===== src/decode_pkg.sv =====
`default_nettype none

package decode_pkg;

    typedef logic [31:0] word_t;        // inst, pc or immediate
    typedef logic [4:0]  reg_addr_t;
    typedef logic [6:0]  exc_code_t;

    typedef enum logic [7:0] {
        alu_nop,
        alu_add,
        alu_sub,
        alu_slt,
        alu_and,
        alu_or,
        alu_xor,
        alu_lu12i,
        alu_pcaddu12i,
        alu_load_w,
        alu_store_w,
        alu_beq,
        alu_bne,
        alu_b,
        alu_bl,
        alu_jirl,
        alu_syscall,
        alu_break
    } alu_op_e;

    typedef enum logic [2:0] {
        sel_nop,
        sel_arith,
        sel_logic,
        sel_mem,
        sel_branch
    } alu_sel_e;

    localparam exc_code_t exc_none = 7'h00;
    localparam exc_code_t exc_sys  = 7'h0b;
    localparam exc_code_t exc_brk  = 7'h0c;
    localparam exc_code_t exc_ine  = 7'h0d;   // instruction not exist

    typedef struct packed {
        word_t     pc;
        word_t     inst;
        logic      pre_taken;
        word_t     pre_addr;
        logic [1:0] fetch_exc;
        exc_code_t pc_exc_cause;
        exc_code_t ib_exc_cause;
    } fetch_bundle_t;

    typedef struct packed {
        alu_op_e   aluop;
        alu_sel_e  alusel;
        word_t     imm;
        logic      reg1_read_en;
        logic      reg2_read_en;
        reg_addr_t reg1_read_addr;
        reg_addr_t reg2_read_addr;
        logic      reg_write_en;
        reg_addr_t reg_write_addr;
    } decode_result_t;

    typedef struct packed {
        word_t          pc;
        word_t          inst;
        decode_result_t dec;
        logic [2:0]     is_exception;   // fetch bits, then decoder bit
        exc_code_t      pc_exc_cause;
        exc_code_t      ib_exc_cause;
        exc_code_t      dec_exc_cause;
        logic           pre_taken;
        word_t          pre_addr;
    } id_bundle_t;

endpackage

`default_nettype wire


===== src/dec_1ri20.sv =====
`timescale 1ns/1ps
`default_nettype none

module dec_1ri20 (
    input  wire decode_pkg::word_t          inst,
    output logic                            hit,
    output decode_pkg::decode_result_t      result
);
    import decode_pkg::*;

    localparam logic [6:0] op_lu12i     = 7'h0a;
    localparam logic [6:0] op_pcaddu12i = 7'h0e;

    always_comb begin
        result = '0;
        hit    = 1'b1;
        case (inst[31:25])
            op_lu12i:     result.aluop = alu_lu12i;
            op_pcaddu12i: result.aluop = alu_pcaddu12i;
            default:      hit = 1'b0;
        endcase
        if (hit) begin
            result.alusel         = sel_arith;
            result.imm            = {inst[24:5], 12'b0};   // upper 20 bits
            result.reg_write_en   = 1'b1;
            result.reg_write_addr = inst[4:0];
        end
    end

endmodule

`default_nettype wire


===== src/dec_2ri12.sv =====
`timescale 1ns/1ps
`default_nettype none

module dec_2ri12 (
    input  wire decode_pkg::word_t          inst,
    output logic                            hit,
    output decode_pkg::decode_result_t      result
);
    import decode_pkg::*;

    localparam logic [9:0] op_slti = 10'h008;
    localparam logic [9:0] op_addi = 10'h00a;
    localparam logic [9:0] op_andi = 10'h00d;
    localparam logic [9:0] op_ori  = 10'h00e;
    localparam logic [9:0] op_ld_w = 10'h0a2;
    localparam logic [9:0] op_st_w = 10'h0a6;

    reg_addr_t rd, rj;
    word_t     imm_sext, imm_zext;

    assign rd       = inst[4:0];
    assign rj       = inst[9:5];
    assign imm_sext = {{20{inst[21]}}, inst[21:10]};
    assign imm_zext = {20'b0, inst[21:10]};

    always_comb begin
        result = '0;
        hit    = 1'b1;
        case (inst[31:22])
            op_slti: begin result.aluop = alu_slt;     result.alusel = sel_arith; end
            op_addi: begin result.aluop = alu_add;     result.alusel = sel_arith; end
            op_andi: begin result.aluop = alu_and;     result.alusel = sel_logic; end
            op_ori:  begin result.aluop = alu_or;      result.alusel = sel_logic; end
            op_ld_w: begin result.aluop = alu_load_w;  result.alusel = sel_mem;   end
            op_st_w: begin result.aluop = alu_store_w; result.alusel = sel_mem;   end
            default: hit = 1'b0;
        endcase
        if (hit) begin
            result.imm            = (result.alusel == sel_logic) ? imm_zext : imm_sext;
            result.reg1_read_en   = 1'b1;
            result.reg1_read_addr = rj;
            if (result.aluop == alu_store_w) begin
                result.reg2_read_en   = 1'b1;   // store data comes from rd
                result.reg2_read_addr = rd;
            end else begin
                result.reg_write_en   = 1'b1;
                result.reg_write_addr = rd;
            end
        end
    end

endmodule

`default_nettype wire


===== src/dec_3r.sv =====
`timescale 1ns/1ps
`default_nettype none

module dec_3r (
    input  wire decode_pkg::word_t          inst,
    output logic                            hit,
    output decode_pkg::decode_result_t      result
);
    import decode_pkg::*;

    localparam logic [16:0] op_add     = 17'h00020;
    localparam logic [16:0] op_sub     = 17'h00022;
    localparam logic [16:0] op_slt     = 17'h00024;
    localparam logic [16:0] op_and     = 17'h00029;
    localparam logic [16:0] op_or      = 17'h0002a;
    localparam logic [16:0] op_xor     = 17'h0002b;
    localparam logic [16:0] op_break   = 17'h00054;
    localparam logic [16:0] op_syscall = 17'h00056;

    reg_addr_t rd, rj, rk;
    logic      uses_regs;

    assign rd = inst[4:0];
    assign rj = inst[9:5];
    assign rk = inst[14:10];

    always_comb begin
        result    = '0;
        hit       = 1'b1;
        uses_regs = 1'b1;
        case (inst[31:15])
            op_add: begin result.aluop = alu_add; result.alusel = sel_arith; end
            op_sub: begin result.aluop = alu_sub; result.alusel = sel_arith; end
            op_slt: begin result.aluop = alu_slt; result.alusel = sel_arith; end
            op_and: begin result.aluop = alu_and; result.alusel = sel_logic; end
            op_or:  begin result.aluop = alu_or;  result.alusel = sel_logic; end
            op_xor: begin result.aluop = alu_xor; result.alusel = sel_logic; end
            op_syscall: begin result.aluop = alu_syscall; uses_regs = 1'b0; end
            op_break:   begin result.aluop = alu_break;   uses_regs = 1'b0; end
            default: begin
                hit       = 1'b0;
                uses_regs = 1'b0;
            end
        endcase
        if (uses_regs) begin
            result.reg1_read_en   = 1'b1;
            result.reg1_read_addr = rj;
            result.reg2_read_en   = 1'b1;
            result.reg2_read_addr = rk;
            result.reg_write_en   = 1'b1;
            result.reg_write_addr = rd;
        end
    end

endmodule

`default_nettype wire


===== src/dec_branch.sv =====
`timescale 1ns/1ps
`default_nettype none

module dec_branch (
    input  wire decode_pkg::word_t          inst,
    output logic                            hit,
    output decode_pkg::decode_result_t      result
);
    import decode_pkg::*;

    localparam logic [5:0] op_jirl = 6'h13;
    localparam logic [5:0] op_b    = 6'h14;
    localparam logic [5:0] op_bl   = 6'h15;
    localparam logic [5:0] op_beq  = 6'h16;
    localparam logic [5:0] op_bne  = 6'h17;

    localparam reg_addr_t link_reg = 5'd1;   // bl return address

    reg_addr_t rd, rj;
    word_t     offs16, offs26;

    assign rd     = inst[4:0];
    assign rj     = inst[9:5];
    assign offs16 = {{14{inst[25]}}, inst[25:10], 2'b00};
    assign offs26 = {{4{inst[9]}}, inst[9:0], inst[25:10], 2'b00};

    always_comb begin
        result        = '0;
        result.alusel = sel_branch;
        hit           = 1'b1;
        case (inst[31:26])
            op_jirl: begin
                result.aluop          = alu_jirl;
                result.imm            = offs16;
                result.reg1_read_en   = 1'b1;
                result.reg1_read_addr = rj;
                result.reg_write_en   = 1'b1;
                result.reg_write_addr = rd;
            end
            op_b: begin
                result.aluop = alu_b;
                result.imm   = offs26;
            end
            op_bl: begin
                result.aluop          = alu_bl;
                result.imm            = offs26;
                result.reg_write_en   = 1'b1;
                result.reg_write_addr = link_reg;
            end
            op_beq, op_bne: begin
                result.aluop          = (inst[26]) ? alu_bne : alu_beq;
                result.imm            = offs16;
                result.reg1_read_en   = 1'b1;
                result.reg1_read_addr = rj;
                result.reg2_read_en   = 1'b1;   // compare against rd
                result.reg2_read_addr = rd;
            end
            default: begin
                hit    = 1'b0;
                result = '0;
            end
        endcase
    end

endmodule

`default_nettype wire


===== src/decode_select.sv =====
`timescale 1ns/1ps
`default_nettype none

module decode_select (
    input  wire                             clk,
    input  wire                             reset,
    input  wire                             valid,
    input  wire decode_pkg::fetch_bundle_t  fetch,
    input  wire                             hit_3r,
    input  wire                             hit_2ri12,
    input  wire                             hit_1ri20,
    input  wire                             hit_branch,
    input  wire decode_pkg::decode_result_t res_3r,
    input  wire decode_pkg::decode_result_t res_2ri12,
    input  wire decode_pkg::decode_result_t res_1ri20,
    input  wire decode_pkg::decode_result_t res_branch,
    output logic                            id_valid,
    output decode_pkg::id_bundle_t          id_out
);
    import decode_pkg::*;

    logic [3:0]     hits;
    logic           ine;
    logic           dec_exc;
    exc_code_t      dec_cause;
    decode_result_t sel;
    id_bundle_t     id_next;

    assign hits = {hit_branch, hit_1ri20, hit_2ri12, hit_3r};

    always_comb begin
        sel = '0;
        ine = 1'b0;
        case (hits)
            4'b0001: sel = res_3r;
            4'b0010: sel = res_2ri12;
            4'b0100: sel = res_1ri20;
            4'b1000: sel = res_branch;
            default: ine = 1'b1;     // none or several matched
        endcase

        if (ine)                          dec_cause = exc_ine;
        else if (sel.aluop == alu_syscall) dec_cause = exc_sys;
        else if (sel.aluop == alu_break)   dec_cause = exc_brk;
        else                              dec_cause = exc_none;
        dec_exc = ine || (sel.aluop == alu_syscall) || (sel.aluop == alu_break);

        id_next.pc            = fetch.pc;
        id_next.inst          = ine ? '0 : fetch.inst;
        id_next.dec           = sel;
        id_next.is_exception  = {fetch.fetch_exc, dec_exc};
        id_next.pc_exc_cause  = fetch.pc_exc_cause;
        id_next.ib_exc_cause  = fetch.ib_exc_cause;
        id_next.dec_exc_cause = dec_cause;
        id_next.pre_taken     = fetch.pre_taken;
        id_next.pre_addr      = fetch.pre_addr;
    end

    always_ff @(posedge clk) begin
        if (reset) begin
            id_valid <= 1'b0;
            id_out   <= '0;
        end else begin
            id_valid <= valid;
            id_out   <= id_next;
        end
    end

    // format decoders never overlap
    a_hits_onehot: assert property (@(posedge clk) disable iff (reset)
        valid |-> $onehot0(hits));

    a_valid_after_reset: assert property (@(posedge clk) reset |=> !id_valid);

    a_dec_exc_cause: assert property (@(posedge clk) disable iff (reset)
        id_out.is_exception[0] == (id_out.dec_exc_cause != exc_none));

endmodule

`default_nettype wire


===== src/id_stage.sv =====
`timescale 1ns/1ps
`default_nettype none

module id_stage (
    input  wire                            clk,
    input  wire                            reset,
    input  wire                            valid,
    input  wire decode_pkg::fetch_bundle_t fetch,
    output logic                           id_valid,
    output decode_pkg::id_bundle_t         id_out
);
    import decode_pkg::*;

    logic           hit_3r, hit_2ri12, hit_1ri20, hit_branch;
    decode_result_t res_3r, res_2ri12, res_1ri20, res_branch;

    dec_3r     u_dec_3r     (.inst(fetch.inst), .hit(hit_3r),     .result(res_3r));
    dec_2ri12  u_dec_2ri12  (.inst(fetch.inst), .hit(hit_2ri12),  .result(res_2ri12));
    dec_1ri20  u_dec_1ri20  (.inst(fetch.inst), .hit(hit_1ri20),  .result(res_1ri20));
    dec_branch u_dec_branch (.inst(fetch.inst), .hit(hit_branch), .result(res_branch));

    decode_select u_decode_select (
        .clk        (clk),
        .reset      (reset),
        .valid      (valid),
        .fetch      (fetch),
        .hit_3r     (hit_3r),
        .hit_2ri12  (hit_2ri12),
        .hit_1ri20  (hit_1ri20),
        .hit_branch (hit_branch),
        .res_3r     (res_3r),
        .res_2ri12  (res_2ri12),
        .res_1ri20  (res_1ri20),
        .res_branch (res_branch),
        .id_valid   (id_valid),
        .id_out     (id_out)
    );

endmodule

`default_nettype wire


===== config.mk =====
export PLATFORM = sky130hd
export DESIGN_NAME = id_stage
export DESIGN_NICKNAME = d
export VERILOG_FILES = /design/src/decode_pkg.sv /design/src/dec_1ri20.sv /design/src/dec_2ri12.sv /design/src/dec_3r.sv /design/src/dec_branch.sv /design/src/decode_select.sv /design/src/id_stage.sv
export SDC_FILE = /design/constraint.sdc
export NUM_CORES = 1
export LEC_CHECK = 0
export ABC_AREA = 1
export BUFFER_PORTS_ARGS = -buffer_cell sky130_fd_sc_hd__buf_2
export CAP_MARGIN = 20
export CORE_MARGIN = 2
export CORE_UTILIZATION = 45
export CTS_BUF_LIST = sky130_fd_sc_hd__clkbuf_8 sky130_fd_sc_hd__clkbuf_16
export CTS_CLUSTER_DIAMETER = 150
export DETAILED_ROUTE_END_ITERATION = 8
export MAX_ROUTING_LAYER = met4
export PLACE_DENSITY_LB_ADDON = 0.25
export SYNTH_ARGS = -nofsm -noshare
export SYNTH_HDL_FRONTEND = slang
export SYNTH_SLANG_ARGS = --single-unit

===== constraint.sdc =====
create_clock -name clk -period 2.1 [get_ports clk]
set_clock_uncertainty 0.15 [all_clocks]
set_input_delay 0.42 -clock clk [delete_from_list [all_inputs] [get_ports clk]]
set_output_delay 0.42 -clock clk [all_outputs]
set_load 0.1 [all_outputs]

==> qor.txt, run 1 <==
Status = complete, no violations
Min Clock Period, post-route = 1.76 ns
Final ANT Viol Nets = 0
Most common cell after layout, fill and taps aside = buf_2
Final hold slack = 0.0436 ns
GPL Wtd Cong = 0.973
# nets final = 1155
Htree depth = 4
Filler Cells Inserted = 1197
Synth Warn # = 0
Cell area after synthesis = 6040 um2
Leakage = 4.75 nW
Max Slew Vio Count = 0
Worst-path clk slew = 0.07 ns
Row cnt = 42
Final Power = 8.19 mW
Final hold vios = 0
Port Buffer Count = 292
Cell Chain, Critical Path = buf_2
First-pass GRT wire length = 27200 um
Vias in the first global route = 5127
Synth Area in Simple Gates = 23.9%
RSZ-0062 raised after global routing = no
Final period util = 83.8%
CP Data Required Time = 1.53 ns
Least-Margin Pin Slew = 0.560 ns
Type of origin of the critical path = flip-flop
Remaining DRCs = 0
Class of the most critical setup path = reg2out
Max_cap viols = 0
Crit path capture type = output pin
Layout area overhead = 38.1%
CP peak stage delay = 0.45 ns
Compound-Gate Fraction of Synth Area = 4.97%
Post-CTS Resized = 0
Pwr/cell area = 982 nW/um2
WL/cell = 14.4 um
Final WL = 17700 um
Final core utilization = 63.2%
Synth Area per Inst = 8.24 um2
Drt initial violations = 404
Main combinational cell family by area after synthesis = simple AND/OR/NAND/NOR gates
Pre-antenna DRT Iters = 5
Vias per inst = 4.52
WP buf/inv = 1
Synth Area in Adders = 0%
Slowest CP cell = buf_2
TritonCTS buffer count = 17
Final setup fails = 0
Synth cell types = 30
Commonest non-fill, non-tap cells in the layout = buf_2, dfxtp_1, inv_1
Grt total ovfl = 0
CP top delay family = buffers and inverters
Max clock buf depth = 2
Die H = 120 um
Root Buffer = clkbuf_16
Largest net degree at the start of global routing = 123
Maximum VDD drop = 0.506 mV
HP Class = in2reg
GR Util All Layers = 25.3%
CTS tree = built
Max Fanout on Critical Path = 1
Mux cell area share after synthesis = 0%
Critical Path AT = 1.19 ns
Flops & latches, synth = 177
Initial antenna violation count = 0
Final setup margin = 0.339 ns
I/O pin total = 299
Sequential area share after synthesis = 58.7%
Vias post-DR = 5546
XOR/XNOR share of the synthesized area = 0%
Setup Fix Bufs, Post-CTS = 0
Synth Instances = 733
CTS sink count = 177
Die X = 120 um
Rel. slew slack = 62.7%
Die ar. = 14400 um2
Pre-CTS setup slack = -0.0228 ns
Starting Density = 45.8%
Post-DP HPWL = 13400 um
ANT cells = 0
Core Box Area = 13200 um2
Hold buffers post-CTS = 0
Max Fclk = 0.568 GHz
Layout cells sized above 1 = 36.6%
[synth_stat cells]
library cell / instances / area [um2]
a31oi_1: 16 / 100
buf_2: 6 / 30.0
o21ai_0: 4 / 20.0
nand3_1: 31 / 155
nor4_4: 1 / 21.3
nor3_1: 10 / 50.1
dfxtp_1: 177 / 3540
nand2_2: 3 / 18.8
buf_6: 2 / 22.5
nor2_1: 137 / 514
nand3_4: 1 / 17.5
and3_1: 1 / 6.26
nor3b_1: 1 / 7.51
nand3_2: 2 / 20.0
nand2_8: 1 / 20.0
inv_2: 5 / 18.8
nand3b_1: 1 / 7.51
clkinv_1: 2 / 7.51
a21oi_1: 35 / 175
nor2_4: 5 / 56.3
o21ai_1: 1 / 5.00
buf_4: 6 / 45.0
conb_1: 1 / 3.75
nor2_2: 20 / 125
clkbuf_1: 17 / 63.8
nand3b_2: 1 / 11.3
inv_1: 139 / 522
nand4_1: 7 / 43.8
buf_12: 2 / 40.0
nand2_1: 98 / 368
[through the flow]
| stage | area (um2) | TNS [ns] | cells |
|---|---|---|---|
| after floorplan | 6060 | 0 | 739 |
| after global placement | 7720 | -0.00157 | 1196 |
| after detailed placement | 7720 | -0.0946 | 1196 |
| after CTS | 8340 | 0 | 1228 |
| after global routing | 8340 | 0 | 1228 |
| final | 8340 | 0 | 1228 |
[area by class of cell]
cell class	instances	area, um2	area share [%]
clock buffers	18	439	5.27
inverters	146	548	6.57
repair buffers	314	1640	19.7
well taps	176	220	2.64
multi-input cells	383	1770	21.2
clock inverters	14	176	2.12
flip-flops and latches	177	3540	42.5
[kinds of logic after synthesis]
kind of cell           count (synthesis)
AND/OR/NAND/NOR                      320
buffers and inverters                179
flip-flops                           177
AO/OA/AOI/OAI                         56
other                                  1
[per-layer routing]
| layer | part of all wire (%) | track usage (%) | wire (um) |
|---|---|---|---|
| met1 | 41 | 29.9 | 7290 |
| met4 | 2.5 | 10.1 | 447 |
| met3 | 6.5 | 5.28 | 1140 |
| met5 | 0 | - | 0 |
| met2 | 50 | 42.3 | 8800 |
[where the power goes]
| group | switching (mW) | leakage, nW | internal [mW] |
|---|---|---|---|
| Combinational | 1.20 | 2.99 | 0.235 |
| Clock | 1.34 | 0.308 | 1.92 |
| Sequential | 0.0260 | 1.45 | 3.47 |
[path summary, 6_finish.rpt]
path / from / endpoint / slack, ns / cells after the start
max: u_decode_select.id_out[65]$_SDFF_PP0_ / id_out[65] / 0.34 / 1
min: fetch[85] / u_decode_select.id_out[154]$_SDFF_PP0_ / 0.04 / 3
[registers in the layout, summed over array words and instances, names as in the netlist]
register                  flops
u_decode_select.id_out      176
u_decode_select.id_valid      1
Note: power is estimated with default switching activity, not from simulation.
==> inputs of run 2 (changes only) <==
--- a/config.mk
+++ b/config.mk
@@ -9,7 +9,7 @@
 export BUFFER_PORTS_ARGS = -buffer_cell sky130_fd_sc_hd__buf_2
 export CAP_MARGIN = 20
 export CORE_MARGIN = 2
-export CORE_UTILIZATION = 45
+export CORE_UTILIZATION = 41
 export CTS_BUF_LIST = sky130_fd_sc_hd__clkbuf_8 sky130_fd_sc_hd__clkbuf_16
 export CTS_CLUSTER_DIAMETER = 150
 export DETAILED_ROUTE_END_ITERATION = 8
==> constraint.sdc (replaced) <==
create_clock -name clk -period 1.5 [get_ports clk]
set_clock_uncertainty 0.15 [all_clocks]
set_input_delay 0.3 -clock clk [delete_from_list [all_inputs] [get_ports clk]]
set_output_delay 0.3 -clock clk [all_outputs]
set_load 0.1 [all_outputs]
==> run 2 against run 1 <==
  * The run now ends with setup timing left
  * Critical path depth did not move
  * Critical endpoint is now id_out[161]
  * Setup slack got worse by 0.39 ns
  * Utilization rose by 21 points
  * Combinational power rose by 97%
  * Final area rose by 47%
  * Hold slack got worse by 0.025 ns
  * Die area rose by 9.4%
  * Sequential share of layout area fell by 13 points
==> qor.txt, run 2 (synthesized netlist as in run 1, its figures left out) <==
Final ANT Viol Nets = 0 (unchanged)
Max Slew Vio Count = 0 (unchanged)
# nets final = 1305 (+13%)
Commonest non-fill, non-tap cells in the layout = dfxtp_1, inv_1, buf_12
WP buf/inv = 1 (unchanged)
Filler Cells Inserted = 713 (-40%)
Port Buffer Count = 292 (unchanged)
Design area = 12200 um2 (+47%)
Max Fanout on Critical Path = 1 (unchanged)
CTS sink count = 177 (unchanged)
Most common cell after layout, fill and taps aside = dfxtp_1
Drt initial violations = 467 (+16%)
Grt total ovfl = 0 (unchanged)
Max Fclk = 0.646 GHz
Final period util = 103%
Vias per inst = 4.94 (+9.4%)
Max clock buf depth = 2 (unchanged)
Leakage = 5.93 nW (+25%)
Layout cells sized above 1 = 41.3% (+4.7 points)
Post-DP HPWL = 15600 um (+16%)
Slowest CP cell = dfxtp_1
Cell Chain, Critical Path = buf_12
Final WL = 28300 um (+60%)
First-pass GRT wire length = 38200 um (+41%)
Area of the multi-input gates = 2040 um2 (+15%)
Pre-antenna DRT Iters = 6 (+1)
Vias post-DR = 6862 (+24%)
CTS tree = built
Min Clock Period, post-route = 1.55 ns
Vias in the first global route = 6888 (+34%)
Met1 Track Usage GR = 33.6% (+3.8 points)
Final hold vios = 0 (unchanged)
Area occupied by registers = 3550 um2 (+0.21%)
Pwr/cell area = 991 nW/um2 (+0.94%)
Status = finished, violations left
Layout area overhead = 103%
Row cnt = 44 (+4.8%)
GR Util met3 = 7.36% (+2.1 points)
Met2 Use GR = 56.3% (+14 points)
Max reg flops = 176 (unchanged)
Final setup fails = 5 (+5)
CP peak stage delay = 0.44 ns (about the same)
Worst-path clk slew = 0.08 ns (about the same)
Root Buffer = clkbuf_16
Crit path capture type = output pin
Most crowded layer after global routing = met2
Max_cap viols = 0 (unchanged)
GPL Wtd Cong = 0.877 (-9.8%)
Core Box Area = 14500 um2 (+9.8%)
Largest net degree at the start of global routing = 67 (-46%)
Starting Density = 41.7% (-4.1 points)
Remaining DRCs = 0 (unchanged)
CP top delay family = flip-flops
WHS Path Cells = 3 (unchanged)
HP Class = in2reg
Critical Path AT = 1.10 ns (-0.09 ns)
Maximum VDD drop = 0.830 mV (+64%)
TritonCTS buffer count = 17 (unchanged)
Class of the most critical setup path = reg2out
Largest register by flop count = u_decode_select.id_out
Die X = 125 um (+4.6%)
Largest registers = u_decode_select.id_out: 176 flops, u_decode_select.id_valid: 1 flops
Die ar. = 15700 um2 (+9.4%)
Hold Crit Endpoint = u_decode_select.id_out[132]$_SDFF_PP0_
Final setup margin = -0.0471 ns (-0.386 ns)
Pre-CTS setup slack = -0.463 ns (-0.440 ns)
Htree depth = 4 (unchanged)
Initial antenna violation count = 3 (+3)
Failing checks = setup timing
Hold Path Origin = fetch[63]
Die H = 125 um (+4.6%)
Type of origin of the critical path = flip-flop
Placed cell area = 9920 um2 (+29%)
I/O pin total = 299 (unchanged)
GR Util All Layers = 32.5% (+7.2 points)
CP Data Required Time = 1.05 ns (-0.48 ns)
WL/cell = 20.3 um (+41%)
-- run 2: cell types whose count changed in the layout (fill, tap and decap cells not counted), sizes merged --
cell / change
diode: +3
clkinvlp: +3
clkbuf: +1
dlygate4sd3: +87
bufinv: -3
buf: +59
nand2: +2
inv: +5
clkinv: -4
-- run 2: worst max-delay path by stage --
stage                                           startpoint  depth (start not counted)                                endpoint
floorplan                                        fetch[76]                         12  u_decode_select.id_out[136]$_SDFF_PP0_
finish              u_decode_select.id_out[161]$_SDFF_PP0_                          1                             id_out[161]
global route         u_decode_select.id_out[10]$_SDFF_PP0_                          1                              id_out[10]
global placement                                 fetch[74]                         12   u_decode_select.id_out[59]$_SDFF_PP0_
detailed placement                               fetch[74]                         12   u_decode_select.id_out[58]$_SDFF_PP0_
CTS                 u_decode_select.id_out[150]$_SDFF_PP0_                          1                             id_out[150]
-- run 2: final cells by class --
| cell class | count | area share [%] |
|---|---|---|
| clock buffer | 17 | 3.48 |
| inverter | 146 | 4.48 |
| timing repair buffer | 462 | 43.2 |
| sequential | 177 | 29.0 |
| antenna | 3 | 0.0613 |
| clock inverter | 15 | 1.19 |
| multi-input combinational | 385 | 16.7 |
| tap | 184 | 1.88 |
-- run 2: repair_timing --
| action | CTS | global route |
|---|---|---|
| hold buffers | 87 | 0 |
| gates resized for setup | 76 | 149 |
| setup endpoints to repair | 69 | 117 |
| pin swaps | 2 | 21 |
| endpoints found under the hold margin | 90 | 0 |
| buffers inserted | 0 | 8 |
| cloned | 1 | 2 |
-- run 2: per-stage QoR --
step | TNS (ns) | instances | util, % | power, mW | hold WS (ns)
after detailed placement | -32.12 | 1256 | 68.5 | 7.40 | 0.356
after global routing | -0.510 | 1389 | 84.5 | 12.4 | 0.0206
after global placement | -30.38 | 1256 | 68.5 | 7.37 | 0.349
after CTS | 0 | 1376 | 80.0 | 11.8 | 0.000176
after floorplan | -4.52 | 739 | - | 6.56 | 0.257
final | -0.0855 | 1389 | 84.5 | 12.1 | 0.0188
-- run 2: power breakdown --
group	internal, mW	switching, mW
Sequential	4.86	0.130
Combinational	0.938	1.88
Clock	2.21	2.12
Total	8.01	4.13
-- run 2: layer usage --
layer / routed length, um / vias to the layer above / part of all wire (%)
li1: - / 3105 / -
met1: 9750 / 3186 / 35
met2: 14600 / 421 / 52
met3: 2020 / 150 / 7.1
met4: 1860 / 0 / 6.6
met5: 0 / - / 0
